==> src/rtl/regFileConfig.svh <==
/*
  Widths and counts for the VLIW integer register file.
  IDs with the top bit clear are general registers, so GPR_COUNT must be 2**GPR_INDEX_WIDTH.
*/
`ifndef REG_FILE_CONFIG_SVH
`define REG_FILE_CONFIG_SVH

`define REG_WIDTH        64 // Operand and result word
`define REG_ID_WIDTH     6
`define GPR_COUNT        32
`define GPR_INDEX_WIDTH  5
`define IMM_WIDTH        33 // Bit 32 carries the sign

// PC, GBR and LR are always full 48-bit addresses
`define ADDR_WIDTH       48
`define READ_PORTS       6

`endif

==> src/rtl/regFilePkg.sv <==
/*
  Shared types of the register file. Special IDs sit in the upper half of the ID space.
  Struct fields are listed MSB first.
*/
`include "regFileConfig.svh"

package regFilePkg;

	// Special register IDs, everything with bit 5 clear is a GPR
	typedef enum logic [`REG_ID_WIDTH-1:0]
	{
		DLR = 6'h20,
		DHR = 6'h21,
		SP  = 6'h2F,
		PC  = 6'h30,
		GBR = 6'h31,
		LR  = 6'h32,
		IMM = 6'h3E, // Lane immediate
		ZZR = 6'h3F  // Zero register
	} regId_e;

	typedef struct packed
	{
		logic [`REG_ID_WIDTH-1:0] id;
		logic [`REG_WIDTH-1:0]    value;
	} wbLane_t;

	typedef struct packed
	{
		wbLane_t laneA;
		wbLane_t laneB;
		wbLane_t laneC;
	} wbStage_t;

	typedef struct packed
	{
		logic [`REG_ID_WIDTH-1:0] rs, rt, ru, rv, rx, ry;
	} readIds_t;

	typedef struct packed
	{
		logic [`REG_WIDTH-1:0] rs, rt, ru, rv, rx, ry;
	} readValues_t;

	typedef struct packed
	{
		logic [`IMM_WIDTH-1:0] immA, immB, immC;
	} immSet_t;

	typedef struct packed
	{
		logic [`ADDR_WIDTH-1:0] pc, gbr, lr;
	} ctrlRegs_t;

	typedef struct packed
	{
		logic [`REG_WIDTH-1:0] dlr, dhr, sp;
	} sideRegs_t;

endpackage

==> src/rtl/sideRegFile.sv <==
/*
  DLR, DHR and SP. A committed lane write wins over the external capture value.
  A blocked commit (hold or EX3 flush) freezes all three registers.
*/
`include "regFileConfig.svh"

module sideRegFile
(
	input  logic                   clock,
	input  logic                   rstN,
	input  logic                   commit,
	input  regFilePkg::wbStage_t   wbEx3,
	input  regFilePkg::sideRegs_t  sideIn,
	output regFilePkg::sideRegs_t  sideRegs
);

	// Highest lane targeting this register, else the external value
	function automatic logic [`REG_WIDTH-1:0] pickLane(
		input regFilePkg::regId_e     code,
		input regFilePkg::wbStage_t   wb,
		input logic [`REG_WIDTH-1:0]  fallback);
		logic [`REG_WIDTH-1:0] v;
		v = fallback;
		if (wb.laneA.id == code) v = wb.laneA.value;
		if (wb.laneB.id == code) v = wb.laneB.value;
		if (wb.laneC.id == code) v = wb.laneC.value;
		return v;
	endfunction

	always_ff @(posedge clock or negedge rstN)
	begin
		if (!rstN)
			sideRegs <= '0;
		else if (commit)
		begin
			sideRegs.dlr <= pickLane(regFilePkg::DLR, wbEx3, sideIn.dlr);
			sideRegs.dhr <= pickLane(regFilePkg::DHR, wbEx3, sideIn.dhr);
			sideRegs.sp  <= pickLane(regFilePkg::SP,  wbEx3, sideIn.sp);
		end
	end

endmodule

==> config.mk <==
export PLATFORM = sky130hd
export DESIGN_NAME = sideRegFile
export DESIGN_NICKNAME = d
export VERILOG_FILES = /design/src/rtl/regFilePkg.sv /design/src/rtl/sideRegFile.sv
export VERILOG_INCLUDE_DIRS = /design/src /design/src/rtl
export SDC_FILE = /design/constraint.sdc
export NUM_CORES = 1
export LEC_CHECK = 0
export BUFFER_PORTS_ARGS = -buffer_cell sky130_fd_sc_hd__buf_2
export CAP_MARGIN = 20
export CORE_AREA = 3 3 233 235
export DETAILED_ROUTE_END_ITERATION = 16
export DIE_AREA = 0 0 236 238
export PLACE_DENSITY_LB_ADDON = 0.08
export SYNTH_ARGS = -nofsm -noshare
export SYNTH_HDL_FRONTEND = slang
export SYNTH_SLANG_ARGS = --single-unit
==> constraint.sdc <==
create_clock -name clock -period 2.01 [get_ports clock]
set_clock_uncertainty 0.2 [all_clocks]
set_input_delay 0 -clock clock [delete_from_list [all_inputs] [get_ports clock]]
set_output_delay 0 -clock clock [all_outputs]
set_load 0.1 [all_outputs]
==> out/metrics.cfg <==
[status]
outcome=complete, no violations

[detailed_routing]
wl_met3_um=7380
met1_length_um=35700
wire_per_inst_um=25.6
first_pass_iters=5
antenna_left=0
wl_um=86400
remaining_drc_errors=0
vias_per_cell=5.84
drt_iter0_markers=1842
wl_met2_um=40200
routed-via-count=19700
routed.top_layer=met5

[global_route]
overflow=0
gr-usage-all-layers_pct=29.6
grt_pass1_wl_um=128000
grt_max_degree=103
antenna_found_initial=17
grt_pass1_vias=19900

[yosys]
ys_seq_area_share_pct=35.3
syn_avg_cell_area_um2=8.13
yosysTopAreaCellShare_pct=35.3
synth.ff_latch_count=192
synth_area_leaders=dfrtp_1, o311ai_0, nor2b_1
syn_area_um2=13600
synth_warnings=0
synth_cells=1672
synth_cell_types=27
synth_top_cell_by_area=dfrtp_1
synth_nets=2077

[floorplanning]
dieArea_um2=56200
ios=597
rows=84
die_y_um=238
die-width_um=236
coreArea_um2=52400
start_util_pct=25.9

[timing]
slew_viol_final=0
period_share_pct=99.5
rsz0062_at_grt=true
worstMarginPinSlew_ns=0.762
period_minus_slack_ns=2.00
setup_slack_ns=0.00928
slew_headroom_pct=49.2
whs_ns=0.0430
finalHoldViolations=0
setup_violations=0
fmax_ghz=0.500

[final_layout]
finalNetCount=3069
largest-register=sideRegs
final_util_pct=45.3
top_regs=sideRegs (192)
largest_register_ffs=192
syn_to_final_growth_pct=74.6
ff_latch_area_um2=4800
fill_cells=5304
layoutNonFillerInstCount=3377
layout-drive-gt1-share_pct=27.2
multi_input_area_um2=7900

[clocking]
cts_setup_buffers=0
cts_buffer_depth=2
cts_max_level=4
cts_buffers=17
cts-root-buf=clkbuf_16
numClockSinks=192
clk_pin_slew_ns=0.08
clkLatencyLatePin_ns=0.50
cts_tree=yes

[placement]
portBuffers=596
post-dp-hpwl_um=53700
gp_congestion=0.854
dpl.cell_count=2798
preCtsSetupSlack_ns=0.0526

[power_and_ir_drop]
power.leakage_nw=9.59
p_per_area_nw_per_um2=643
peakVddDrop_v=0.000700

[critical_path]
cp.required_ns=2.19
cp_max_fo=36
worstPathArrival_ns=2.19
worst_setup_path_start_kind=input port
critical_path_class=input port to flop
crit_path_end_kind=flop

[flow_run]
drv_cap=0

[hold_path]
hp-class=input port to flop

==> placed cells by master, fill, tap and decap left out, drive strengths merged <==
cell type      n
and4b          1
diode         12
inv            2
nor2b        193
and3b          1
nand2b         1
or4            2
o311ai       192
dfrtp        192
nand2          3
and2           2
o22ai        192
o21ai        192
clkinv         3
or3b           1
dlygate4sd3  533
bufinv         3
a21oi        192
nand3b        64
or4b           2
a31oi        192
nand4b         1
and4           1
nor2           1
nor3           1
buf          681
clkinvlp       3
clkbuf        22
nand4          3
nor4           1
==> synthesized netlist by cell type, drive strengths merged <==
| library cell | count |
|---|---|
| clkbuf | 197 |
| nor2b | 193 |
| a21oi | 192 |
| a31oi | 192 |
| dfrtp | 192 |
| o21ai | 192 |
| o22ai | 192 |
| o311ai | 192 |
| nand3b | 64 |
| buf | 45 |
| nand2 | 3 |
| nand4 | 3 |
| and2 | 2 |
| or4 | 2 |
| or4b | 2 |
| and3b | 1 |
| and4 | 1 |
| and4b | 1 |
| nand2b | 1 |
| nand4b | 1 |
| nor2 | 1 |
| nor3 | 1 |
| nor4 | 1 |
| or3b | 1 |
==> cell type report <==
type                            instances  share of cell area, %
Timing Repair Buffer                 1215                   40.1
Clock inverter                         11                  0.643
Clock buffer                           21                   2.02
Antenna cell                           12                  0.126
Tap cell                              688                   3.62
Sequential cell                       192                   20.2
Multi-Input combinational cell       1238                   33.2
==> stage by stage <==
step / cell area (µm²) / setup TNS [ns] / power [mW]
6_report: 23800 / 0 / 15.3
5_1_grt: 23700 / -0.00425 / 15.9
4_1_cts: 23700 / 0 / 15.3
3_5_place_dp: 17700 / 0 / 10.4
3_3_place_gp: 17700 / 0 / 10.3
2_1_floorplan: 13600 / 0 / 8.61
==> path summary, 6_finish.rpt <==
check                             start       endpoint  slack (ns)  depth (start not counted)
min in group asynchronous          rstN   sideRegs[65]        0.51                          4
min                              commit  sideRegs[144]        0.04                          5
max reg2reg                sideRegs[50]   sideRegs[50]        0.34                          4
max                          wbEx3[204]  sideRegs[134]       0.009                          7
min reg2reg                sideRegs[18]   sideRegs[18]        0.40                          3
max in group asynchronous          rstN   sideRegs[27]        0.80                          4
==> layer usage <==
| layer | vias up | GRT usage, % |
|---|---|---|
| met5 | - | 0 |
| met4 | 12 | 12.1 |
| met3 | 188 | 6.96 |
| met2 | 1095 | 47.6 |
| met1 | 9747 | 38.4 |
| li1 | 8696 | - |
==> where the power goes <==
group          total [mW]  internal [mW]  switching [mW]
sequential           4.49           4.25           0.243
combinational        6.82           2.06            4.77
clock                3.97           2.10            1.87
==> critical path, stage by stage <==
cell	delay, ns
buf_2	0.12
or4_4	0.57
or3b_4	0.44
buf_12	0.21
a21oi_1	0.18
dlygate4sd3_1	0.57
o21ai_1	0.07
==> logic make-up (layout without fill, tap and decap cells) <==
group,Yosys count,after routing,share of synthesized area [%]
DFF,192,192,35.3
AOI/OAI and AO/OA,960,960,44.2
other,0,12,0
and+or+nand+nor,278,278,13.5
buffers and inverters,242,1247,7.04
==> what timing repair did <==
item,in CTS,in global routing
resized for setup,0,4
setup endpoints to repair,0,20
hold buffers,535,0
endpoints found under the hold margin,384,0
Power figures use the tool's default switching activity.
